===== config.mk =====
export PLATFORM = sky130hd
export DESIGN_NAME = reservation_station
export DESIGN_NICKNAME = d
export VERILOG_FILES = /design/src/rs_pkg.sv /design/src/rs_dispatch_if.sv /design/src/reservation_station.sv /design/src/rs_age_counter.sv /design/src/rs_entry.sv /design/src/rs_entry_control.sv /design/src/rs_operand_slot.sv /design/src/rs_select.sv
export VERILOG_INCLUDE_DIRS = /design/src /design/src/include
export SDC_FILE = /design/constraint.sdc
export NUM_CORES = 2
export LEC_CHECK = 0
export BUFFER_PORTS_ARGS = -buffer_cell sky130_fd_sc_hd__buf_2
export CAP_MARGIN = 20
export CORE_ASPECT_RATIO = 1.5
export CORE_UTILIZATION = 45
export DETAILED_ROUTE_END_ITERATION = 6
export MAX_ROUTING_LAYER = met4
export PLACE_DENSITY = 0.74
export SETUP_SLACK_MARGIN = 0.4
export SLEW_MARGIN = 10
export SYNTH_ARGS = -nofsm -noshare
export SYNTH_HDL_FRONTEND = slang
export SYNTH_SLANG_ARGS = --single-unit

===== constraint.sdc =====
create_clock -name clock -period 17.4 [get_ports clock]
set_input_delay 3.48 -clock clock [delete_from_list [all_inputs] [get_ports clock]]
set_output_delay 3.48 -clock clock [all_outputs]
set_load 0.1 [all_outputs]

===== src/include/rs_defines.svh =====
/*
 * Reservation station sizing macros: entry count, tag, operand, age and
 * register index widths, and the tag value that means no producer.
 */

`ifndef RS_DEFINES_SVH
`define RS_DEFINES_SVH

// station depth
`define RS_NUM_ENTRIES 8

// field widths
`define RS_TAG_W   8
`define RS_VALUE_W 64
`define RS_AGE_W   8
`define RS_REG_W   5

// all ones on a tag means the operand is final, and on the CDB that no
// result is being broadcast
`define RS_TAG_NULL ({`RS_TAG_W{1'b1}})

`endif


===== src/rs_pkg.sv =====
/*
 * Shared reservation station types: tags, operand values, ages,
 * register indices, entry status and the execute control fields.
 */

`default_nettype none

`include "rs_defines.svh"

package rs_pkg;

   typedef logic [`RS_TAG_W-1:0]   rs_tag_t;
   typedef logic [`RS_VALUE_W-1:0] rs_value_t;
   typedef logic [`RS_AGE_W-1:0]   rs_age_t;
   typedef logic [`RS_REG_W-1:0]   rs_reg_t;

   // entry state, one code per combination of pending operands
   typedef enum logic [2:0]
   {
      RS_EMPTY     = 3'b000,
      RS_WAIT_A    = 3'b001,
      RS_WAIT_B    = 3'b010,
      RS_WAIT_BOTH = 3'b011,
      RS_READY     = 3'b100
   } rs_status_e;

   // fields carried untouched from decode to execute, 13 bits
   typedef struct packed
   {
      logic [1:0] opa_select;
      logic [1:0] opb_select;
      logic [4:0] alu_func;
      logic       rd_mem;
      logic       wr_mem;
      logic       cond_branch;
      logic       uncond_branch;
   } rs_op_t;

endpackage

`default_nettype wire


===== src/rs_dispatch_if.sv =====
/*
 * Dispatch bundle for one instruction, driven by the station top level
 * and read by every entry.
 */

`timescale 1ns/1ps
`default_nettype none

interface rs_dispatch_if;

   rs_pkg::rs_tag_t   rega_tag;
   rs_pkg::rs_tag_t   regb_tag;
   rs_pkg::rs_value_t rega_value;
   rs_pkg::rs_value_t regb_value;
   rs_pkg::rs_reg_t   dest_reg;
   rs_pkg::rs_tag_t   dest_tag;
   rs_pkg::rs_op_t    op;

   // driven from the dispatch ports
   modport source (output rega_tag, regb_tag, rega_value, regb_value,
                   output dest_reg, dest_tag, op);

   // each entry samples the bundle on its own fill strobe
   modport sink (input rega_tag, regb_tag, rega_value, regb_value,
                 input dest_reg, dest_tag, op);

endinterface

`default_nettype wire


===== src/reservation_station.sv =====
/*
 * Eight-entry reservation station top level: dispatch bundle, select
 * logic and the entry array, single dispatch, single CDB, single issue.
 */

`timescale 1ns/1ps
`default_nettype none

`include "rs_defines.svh"

module reservation_station
   import rs_pkg::*;
(
   input  logic       clock,
   input  logic       reset,
   // dispatch
   input  logic       dispatch_valid,
   input  rs_tag_t    rega_tag,
   input  rs_tag_t    regb_tag,
   input  rs_value_t  rega_value,
   input  rs_value_t  regb_value,
   input  rs_reg_t    dest_reg,
   input  rs_tag_t    dest_tag,
   input  logic [1:0] opa_select,
   input  logic [1:0] opb_select,
   input  logic [4:0] alu_func,
   input  logic       rd_mem,
   input  logic       wr_mem,
   input  logic       cond_branch,
   input  logic       uncond_branch,
   output logic       dispatch_ready,
   // result bus
   input  rs_tag_t    cdb_tag,
   input  rs_value_t  cdb_value,
   // issue to execute
   output logic       issue_valid,
   output rs_value_t  issue_rega_value,
   output rs_value_t  issue_regb_value,
   output rs_reg_t    issue_dest_reg,
   output rs_tag_t    issue_dest_tag,
   output logic [1:0] issue_opa_select,
   output logic [1:0] issue_opb_select,
   output logic [4:0] issue_alu_func,
   output logic       issue_rd_mem,
   output logic       issue_wr_mem,
   output logic       issue_cond_branch,
   output logic       issue_uncond_branch
);

   localparam int N = `RS_NUM_ENTRIES;

   logic [N-1:0] fill;
   logic [N-1:0] grant;
   logic [N-1:0] ready;
   logic [N-1:0] empty;
   logic         dispatch_accept;
   rs_age_t      ages        [N];
   rs_value_t    rega_values [N];
   rs_value_t    regb_values [N];
   rs_reg_t      dest_regs   [N];
   rs_tag_t      dest_tags   [N];
   rs_op_t       ops         [N];
   rs_op_t       issue_op;

   rs_dispatch_if dispatch_bus ();

   //////////////////////////////////////////////////////////////////////
   // dispatch bundle
   //////////////////////////////////////////////////////////////////////

   assign dispatch_bus.rega_tag   = rega_tag;
   assign dispatch_bus.regb_tag   = regb_tag;
   assign dispatch_bus.rega_value = rega_value;
   assign dispatch_bus.regb_value = regb_value;
   assign dispatch_bus.dest_reg   = dest_reg;
   assign dispatch_bus.dest_tag   = dest_tag;
   assign dispatch_bus.op         = '{opa_select: opa_select, opb_select: opb_select,
                                      alu_func: alu_func, rd_mem: rd_mem, wr_mem: wr_mem,
                                      cond_branch: cond_branch,
                                      uncond_branch: uncond_branch};

   //////////////////////////////////////////////////////////////////////
   // entry array
   //////////////////////////////////////////////////////////////////////

   for (genvar i = 0; i < N; i++)
   begin : g_entry
      rs_entry u_entry (
         .clock           (clock),
         .reset           (reset),
         .fill            (fill[i]),
         .grant           (grant[i]),
         .dispatch_accept (dispatch_accept),
         .dispatch        (dispatch_bus),
         .cdb_tag         (cdb_tag),
         .cdb_value       (cdb_value),
         .ready           (ready[i]),
         .empty           (empty[i]),
         .age             (ages[i]),
         .rega_value      (rega_values[i]),
         .regb_value      (regb_values[i]),
         .dest_reg        (dest_regs[i]),
         .dest_tag        (dest_tags[i]),
         .op              (ops[i])
      );
   end

   rs_select u_select (
      .dispatch_valid   (dispatch_valid),
      .ready            (ready),
      .empty            (empty),
      .ages             (ages),
      .rega_values      (rega_values),
      .regb_values      (regb_values),
      .dest_regs        (dest_regs),
      .dest_tags        (dest_tags),
      .ops              (ops),
      .fill             (fill),
      .grant            (grant),
      .dispatch_ready   (dispatch_ready),
      .dispatch_accept  (dispatch_accept),
      .issue_valid      (issue_valid),
      .issue_rega_value (issue_rega_value),
      .issue_regb_value (issue_regb_value),
      .issue_dest_reg   (issue_dest_reg),
      .issue_dest_tag   (issue_dest_tag),
      .issue_op         (issue_op)
   );

   // control fields back out as plain ports
   assign issue_opa_select    = issue_op.opa_select;
   assign issue_opb_select    = issue_op.opb_select;
   assign issue_alu_func      = issue_op.alu_func;
   assign issue_rd_mem        = issue_op.rd_mem;
   assign issue_wr_mem        = issue_op.wr_mem;
   assign issue_cond_branch   = issue_op.cond_branch;
   assign issue_uncond_branch = issue_op.uncond_branch;

endmodule

`default_nettype wire


===== src/rs_age_counter.sv =====
/*
 * Per-entry age: counts the dispatches accepted after this entry was
 * filled, saturating at the top of its range.
 */

`timescale 1ns/1ps
`default_nettype none

module rs_age_counter
   import rs_pkg::*;
(
   input  logic    clock,
   input  logic    reset,
   input  logic    fill,
   input  logic    dispatch_accept,
   input  logic    occupied,
   output rs_age_t age
);

   localparam rs_age_t AGE_MAX = '1;

   logic at_max;

   assign at_max = (age == AGE_MAX);

   // a fresh or idle entry is the youngest
   always_ff @(posedge clock)
   begin
      if (reset || fill || !occupied)
         age <= '0;
      else if (dispatch_accept && !at_max)
         age <= age + 1'b1;
   end

endmodule

`default_nettype wire


===== src/rs_entry.sv =====
/*
 * One reservation station entry: status FSM, age counter, two operand
 * slots and the destination and execute control fields.
 */

`timescale 1ns/1ps
`default_nettype none

module rs_entry
   import rs_pkg::*;
(
   input  logic               clock,
   input  logic               reset,
   input  logic               fill,
   input  logic               grant,
   input  logic               dispatch_accept,
   rs_dispatch_if.sink        dispatch,
   input  rs_tag_t            cdb_tag,
   input  rs_value_t          cdb_value,
   output logic               ready,
   output logic               empty,
   output rs_age_t            age,
   output rs_value_t          rega_value,
   output rs_value_t          regb_value,
   output rs_reg_t            dest_reg,
   output rs_tag_t            dest_tag,
   output rs_op_t             op
);

   logic       wait_a;
   logic       wait_b;
   rs_status_e status;

   //////////////////////////////////////////////////////////////////////
   // source operands
   //////////////////////////////////////////////////////////////////////

   rs_operand_slot u_slot_a (
      .clock     (clock),
      .reset     (reset),
      .fill      (fill),
      .tag_in    (dispatch.rega_tag),
      .value_in  (dispatch.rega_value),
      .cdb_tag   (cdb_tag),
      .cdb_value (cdb_value),
      .waiting   (wait_a),
      .value     (rega_value)
   );

   rs_operand_slot u_slot_b (
      .clock     (clock),
      .reset     (reset),
      .fill      (fill),
      .tag_in    (dispatch.regb_tag),
      .value_in  (dispatch.regb_value),
      .cdb_tag   (cdb_tag),
      .cdb_value (cdb_value),
      .waiting   (wait_b),
      .value     (regb_value)
   );

   //////////////////////////////////////////////////////////////////////
   // status and age
   //////////////////////////////////////////////////////////////////////

   rs_entry_control u_control (
      .clock  (clock),
      .reset  (reset),
      .fill   (fill),
      .grant  (grant),
      .wait_a (wait_a),
      .wait_b (wait_b),
      .status (status),
      .ready  (ready),
      .empty  (empty)
   );

   rs_age_counter u_age (
      .clock           (clock),
      .reset           (reset),
      .fill            (fill),
      .dispatch_accept (dispatch_accept),
      .occupied        (status != RS_EMPTY),
      .age             (age)
   );

   // destination and control fields ride along to execute
   always_ff @(posedge clock)
   begin
      if (fill)
      begin
         dest_reg <= dispatch.dest_reg;
         dest_tag <= dispatch.dest_tag;
         op       <= dispatch.op;
      end
   end

endmodule

`default_nettype wire


===== src/rs_entry_control.sv =====
/*
 * Status FSM of one station entry: empty, waiting on one or both
 * operands, or ready to issue.
 */

`timescale 1ns/1ps
`default_nettype none

module rs_entry_control
   import rs_pkg::*;
(
   input  logic       clock,
   input  logic       reset,
   input  logic       fill,
   input  logic       grant,
   input  logic       wait_a,
   input  logic       wait_b,
   output rs_status_e status,
   output logic       ready,
   output logic       empty
);

   rs_status_e status_next;

   function automatic rs_status_e wait_state(input logic pend_a, input logic pend_b);
      rs_status_e state;
      unique case ({pend_a, pend_b})
         2'b00:   state = RS_READY;
         2'b10:   state = RS_WAIT_A;
         2'b01:   state = RS_WAIT_B;
         default: state = RS_WAIT_BOTH;
      endcase
      return state;
   endfunction

   always_comb
   begin
      status_next = status;
      if (grant)
         status_next = RS_EMPTY;
      else if (fill || (status != RS_EMPTY))
         status_next = wait_state(wait_a, wait_b);
   end

   always_ff @(posedge clock)
   begin
      if (reset)
         status <= RS_EMPTY;
      else
         status <= status_next;
   end

   assign ready = (status == RS_READY);
   assign empty = (status == RS_EMPTY);

   // the picker only grants ready entries, and the free finder only fills empty ones
   a_grant_ready: assert property (@(posedge clock) disable iff (reset)
      grant |-> (status == RS_READY));
   a_fill_empty: assert property (@(posedge clock) disable iff (reset)
      fill |-> (status == RS_EMPTY));

endmodule

`default_nettype wire


===== src/rs_operand_slot.sv =====
/*
 * One source operand of a station entry: pending tag, operand value and
 * the CDB wakeup, including a match in the cycle the entry is filled.
 */

`timescale 1ns/1ps
`default_nettype none

`include "rs_defines.svh"

module rs_operand_slot
   import rs_pkg::*;
(
   input  logic      clock,
   input  logic      reset,
   input  logic      fill,
   input  rs_tag_t   tag_in,
   input  rs_value_t value_in,
   input  rs_tag_t   cdb_tag,
   input  rs_value_t cdb_value,
   output logic      waiting,
   output rs_value_t value
);

   rs_tag_t   tag;
   rs_tag_t   probe_tag;
   rs_tag_t   tag_next;
   rs_value_t value_next;
   logic      hit;

   // in a fill cycle the incoming tag is the one compared with the bus
   assign probe_tag = fill ? tag_in : tag;
   assign hit       = (probe_tag != `RS_TAG_NULL) && (probe_tag == cdb_tag);

   always_comb
   begin
      tag_next   = probe_tag;
      value_next = fill ? value_in : value;
      if (hit)
      begin
         tag_next   = `RS_TAG_NULL;
         value_next = cdb_value;
      end
   end

   // pending flag as it will stand after this edge
   assign waiting = (tag_next != `RS_TAG_NULL);

   always_ff @(posedge clock)
   begin
      if (reset)
         tag <= `RS_TAG_NULL;
      else
         tag <= tag_next;
   end

   always_ff @(posedge clock)
   begin
      value <= value_next;
   end

   // a resolved operand keeps its value until the entry is refilled
   a_value_hold: assert property (@(posedge clock) disable iff (reset)
      !fill && (tag == `RS_TAG_NULL) |=> $stable(value));

endmodule

`default_nettype wire


===== src/rs_select.sv =====
/*
 * Station select logic: lowest free entry for dispatch, oldest ready
 * entry for issue, and the issue output multiplexer.
 */

`timescale 1ns/1ps
`default_nettype none

`include "rs_defines.svh"

module rs_select
   import rs_pkg::*;
(
   input  logic                       dispatch_valid,
   input  logic [`RS_NUM_ENTRIES-1:0] ready,
   input  logic [`RS_NUM_ENTRIES-1:0] empty,
   input  rs_age_t                    ages        [`RS_NUM_ENTRIES],
   input  rs_value_t                  rega_values [`RS_NUM_ENTRIES],
   input  rs_value_t                  regb_values [`RS_NUM_ENTRIES],
   input  rs_reg_t                    dest_regs   [`RS_NUM_ENTRIES],
   input  rs_tag_t                    dest_tags   [`RS_NUM_ENTRIES],
   input  rs_op_t                     ops         [`RS_NUM_ENTRIES],
   output logic [`RS_NUM_ENTRIES-1:0] fill,
   output logic [`RS_NUM_ENTRIES-1:0] grant,
   output logic                       dispatch_ready,
   output logic                       dispatch_accept,
   output logic                       issue_valid,
   output rs_value_t                  issue_rega_value,
   output rs_value_t                  issue_regb_value,
   output rs_reg_t                    issue_dest_reg,
   output rs_tag_t                    issue_dest_tag,
   output rs_op_t                     issue_op
);

   localparam int N     = `RS_NUM_ENTRIES;
   localparam int IDX_W = $clog2(N);

   logic [N-1:0]     free_onehot;
   logic [IDX_W-1:0] pick_idx;
   rs_age_t          pick_age;

   // dispatch side, lowest set bit of the empty vector
   assign free_onehot     = empty & (~empty + 1'b1);
   assign dispatch_ready  = |empty;
   assign dispatch_accept = dispatch_valid && dispatch_ready;
   assign fill            = dispatch_accept ? free_onehot : '0;

   // issue side, strictly greater age wins so ties stay with the lower index
   always_comb
   begin
      pick_idx    = '0;
      pick_age    = '0;
      issue_valid = 1'b0;
      for (int i = 0; i < N; i++)
      begin
         if (ready[i] && (!issue_valid || (ages[i] > pick_age)))
         begin
            issue_valid = 1'b1;
            pick_idx    = IDX_W'(i);
            pick_age    = ages[i];
         end
      end
   end

   assign grant = issue_valid ? (N'(1) << pick_idx) : '0;

   assign issue_rega_value = issue_valid ? rega_values[pick_idx] : '0;
   assign issue_regb_value = issue_valid ? regb_values[pick_idx] : '0;
   assign issue_dest_reg   = issue_valid ? dest_regs[pick_idx]   : '0;
   assign issue_dest_tag   = issue_valid ? dest_tags[pick_idx]   : '0;
   assign issue_op         = issue_valid ? ops[pick_idx]         : '0;

   // each entry sees at most one strobe of either kind
   always_comb
   begin
      a_fill_onehot: assert final ($onehot0(fill));
      a_grant_onehot: assert final ($onehot0(grant));
   end

endmodule

`default_nettype wire


==> impl_metrics.env <==
export IMPL_status="finished, final reports clean"
export IMPL_ys_flop_type="edfxtp_1"
export IMPL_cp_arrival_ps=13050
export IMPL_avgSynthCellArea_um2=12.4
export IMPL_synth_largest_area_cell="edfxtp_1"
export IMPL_clkSlewWorstSetupHoldPaths_ps=60
export IMPL_core_area_um2=164000
export IMPL_synthAdderAreaFrac=0.0108
export IMPL_r2r_slack_ps=5340
export IMPL_nNetsFinal=6532
export IMPL_grt_pass1_vias=55200
export IMPL_setup_tns_ps=0
export IMPL_start_kind="register"
export IMPL_die_w_um=333
export IMPL_r2r_start="g_entry[0].u_entry.u_control.status[0]$_SDFFE_PP0P_"
export IMPL_ys_seq_area_frac=0.558
export IMPL_worstSetupStartpoint="g_entry[0].u_entry.u_control.status[0]$_SDFFE_PP0P_"
export IMPL_yosysTopAreaCellShare=0.499
export IMPL_synth_simple_area_share=0.0970
export IMPL_io_pins=401
export IMPL_yosys_top_cells_area="edfxtp_1 50%, mux2_2 14%, dfxtp_1 5.8%"
export IMPL_cp_endpoint="issue_regb_value[21]"
export IMPL_yosys_warnings=0
export IMPL_crit_fanout=26
export IMPL_crit_type="register to primary output"
export IMPL_hold_viol_final=0
export IMPL_power_density_nw_per_um2=138
export IMPL_drc=0
export IMPL_grt_util_all_layers=0.315
export IMPL_die_height_um=499
export IMPL_max_cap_violations=0
export IMPL_maxSlewHeadroom=0.141
export IMPL_synth_seq_cells=1448
export IMPL_wl_per_cell_um=30.9
export IMPL_cpMostUsedCell="ha_1"
export IMPL_synth_common_cells="1232 x edfxtp_1, 893 x mux2_2, 407 x clkbuf_1"
export IMPL_hpwl_um=152000
export IMPL_cts_max_level=4
export IMPL_finalClockSkew_ps=35.7
export IMPL_cts_made_buffers=145
export IMPL_vias=55900
export IMPL_slowest_stage="or4b_4"
export IMPL_clock_root_buffer="clkbuf_16"
export IMPL_antenna_left=0
export IMPL_grt_setup_unrepaired="yes"
export IMPL_min_period_ps=16530
export IMPL_drive_gt1_frac=0.319
export IMPL_clockBufferDepth=3
export IMPL_routed_wl_um=264000
export IMPL_netlist_area_um2=74100
export IMPL_utilization=0.534
export IMPL_yosys_cell_count_top_type="edfxtp_1"
export IMPL_setup_violations=0
export IMPL_design_die_area_um2=166000
export IMPL_dr_pass1_iters=6
export IMPL_cp_required_ps=13920
export IMPL_fillers=13500
export IMPL_start_util=0.452
export IMPL_grt_pass1_wl_um=374000
export IMPL_async_flop_share=0
export IMPL_rr_worst_depth=61
export IMPL_io_buffer_count=400
export IMPL_synth_xor_area_share=0.0192
export IMPL_max_stage_delay_ps=670
export IMPL_synthCells=5993
export IMPL_grt_overflow=0
export IMPL_fmax_mhz=60.5
export IMPL_report_final_slew_viol_count=0
export IMPL_end_kind="primary output"
export IMPL_grt_max_degree=204
export IMPL_synth_compound_area_frac=0.104
export IMPL_finalCritPeriodShare=0.950
export IMPL_initialDrtViolationCount=6190
export IMPL_max_slew_worst_pin_slew_ps=1290
export IMPL_vias_per_cell=6.55
export IMPL_synth_edf_count=1232
export IMPL_synth_mux_area_frac=0.175
export IMPL_ys_types=79
export IMPL_row_count=182
export IMPL_synth_top_family_by_area="multiplexers"
export IMPL_ir_drop_mv=0.148
export IMPL_largestRegisters="g_entry.u_entry.u_slot_a.value (512), g_entry.u_entry.u_slot_b.value (512), g_entry.u_entry.op (104)"
export IMPL_tritoncts="yes"
export IMPL_antenna_found_initial=87
export IMPL_synth_fp_nets=6302
export IMPL_syn_to_final_growth_pct=18.0
export IMPL_p_leak_nw=30.6
export IMPL_hp_class="register to register"
export IMPL_reg2reg_to="g_entry[0].u_entry.u_control.status[2]$_SDFFE_PP0P_"
export IMPL_gp_congestion=0.968
export IMPL_cts_num_sinks=1448
export IMPL_clk_latency_ps=820
[critical path, delay by kind of cell (launching register included)]
| family | cells | cell delay (ps) |
|---|---|---|
| AOI/OAI and AO/OA | 22 | 4060 |
| DFF | 1 | 350 |
| buffers and inverters | 13 | 2060 |
| muxes | 2 | 630 |
| adders and majority gates | 7 | 2070 |
| and+or+nand+nor | 16 | 3010 |
[through the flow]
stage / area [um2] / instances / power (mW) / setup WS (ps) / hold WS [ps]
after detailed placement: 81600 / 8145 / 8.75 / 380 / 485
after global placement: 81600 / 8145 / 8.69 / 442 / 480
after floorplan: 74800 / 5993 / 6.97 / 317 / 458
final: 87400 / 8539 / 12.0 / 872 / 496
after CTS: 86400 / 8418 / 11.9 / 414 / 499
after global routing: 87300 / 8524 / 12.3 / 294 / 522
[worst min path at each step]
stage | cells past startpoint | end | slack [ps] | from
after floorplan | 2 | g_entry[2].u_entry.u_slot_a.tag[4]$_SDFF_PP1_ | 460 | g_entry[2].u_entry.u_slot_a.tag[4]$_SDFF_PP1_
after global placement | 2 | g_entry[3].u_entry.u_slot_b.tag[1]$_SDFF_PP1_ | 480 | g_entry[3].u_entry.u_slot_b.tag[1]$_SDFF_PP1_
after detailed placement | 2 | g_entry[2].u_entry.u_slot_a.tag[1]$_SDFF_PP1_ | 490 | g_entry[2].u_entry.u_slot_a.tag[1]$_SDFF_PP1_
after CTS | 2 | g_entry[0].u_entry.u_slot_b.tag[5]$_SDFF_PP1_ | 500 | g_entry[0].u_entry.u_slot_b.tag[5]$_SDFF_PP1_
after global routing | 2 | g_entry[2].u_entry.u_slot_a.tag[1]$_SDFF_PP1_ | 520 | g_entry[2].u_entry.u_slot_a.tag[1]$_SDFF_PP1_
final | 2 | g_entry[0].u_entry.u_slot_b.tag[5]$_SDFF_PP1_ | 500 | g_entry[0].u_entry.u_slot_b.tag[5]$_SDFF_PP1_
[area by class of cell]
type	count	area [um2]	area share
Sequential cell	1448	41300	0.473
Multi-Input combinational cell	3890	31500	0.360
Timing Repair Buffer	630	6660	0.0762
Clock buffer	189	4070	0.0465
Tap cell	2116	2650	0.0303
Clock inverter	76	588	0.00673
Inverter	108	405	0.00464
Antenna cell	82	205	0.00235
[kinds of logic (layout without fill, tap and decap cells)]
group / after synthesis / after routing
DFF: 1448 / 1448
and+or+nand+nor: 1383 / 1384
muxes: 1151 / 1151
AOI/OAI and AO/OA: 1128 / 1129
buffers and inverters: 657 / 1003
xor gates and xnor gates: 162 / 162
adders and majority gates: 64 / 64
other: 0 / 82
[routing by layer]
layer | track usage | vias up | share of wire
li1 | - | 23700 | -
met1 | 0.372 | 28000 | 0.37
met2 | 0.495 | 3399 | 0.47
met3 | 0.0808 | 802 | 0.11
met4 | 0.165 | 0 | 0.050
met5 | - | - | 0
[layout by cell type (no fill, tap or decap), types with 16 or more instances in the layout]
cell / instances
buf_2: 248
clkinv_2: 24
nor2b_1: 23
xor2_1: 70
o31ai_1: 57
buf_12: 192
and4_1: 50
ha_1: 63
o21ai_0: 174
mux2_2: 893
diode_2: 82
nor4_1: 16
and3_1: 274
mux2i_1: 114
a211oi_1: 312
nand4_1: 82
buf_4: 177
xnor2_1: 92
nor3_1: 249
nand2_4: 17
o211ai_1: 33
dfxtp_1: 215
nor2_1: 228
nand2_1: 254
a21boi_0: 46
clkinv_1: 33
clkbuf_16: 161
nand3_1: 94
mux2_4: 49
mux2_1: 84
o32ai_2: 100
or3_1: 16
a21oi_1: 222
inv_1: 96
o221ai_1: 51
clkbuf_1: 29
edfxtp_1: 1232
[what timing repair did]
action,4_1_cts,5_1_grt
setup endpoints to repair,154,154
cloned,1,8
hold buffers,0,0
pin swaps,2,19
resized for setup,12,74
setup buffers,7,31
[report_power, final]
group | internal, mW | leakage (nW) | switching (mW)
combinational | 1.48 | 15.4 | 3.15
clock | 1.73 | 2.28 | 1.41
sequential | 4.18 | 13.0 | 0.0962
total | 7.39 | 30.6 | 4.65
No activity file was read; power rests on OpenSTA's default activity.
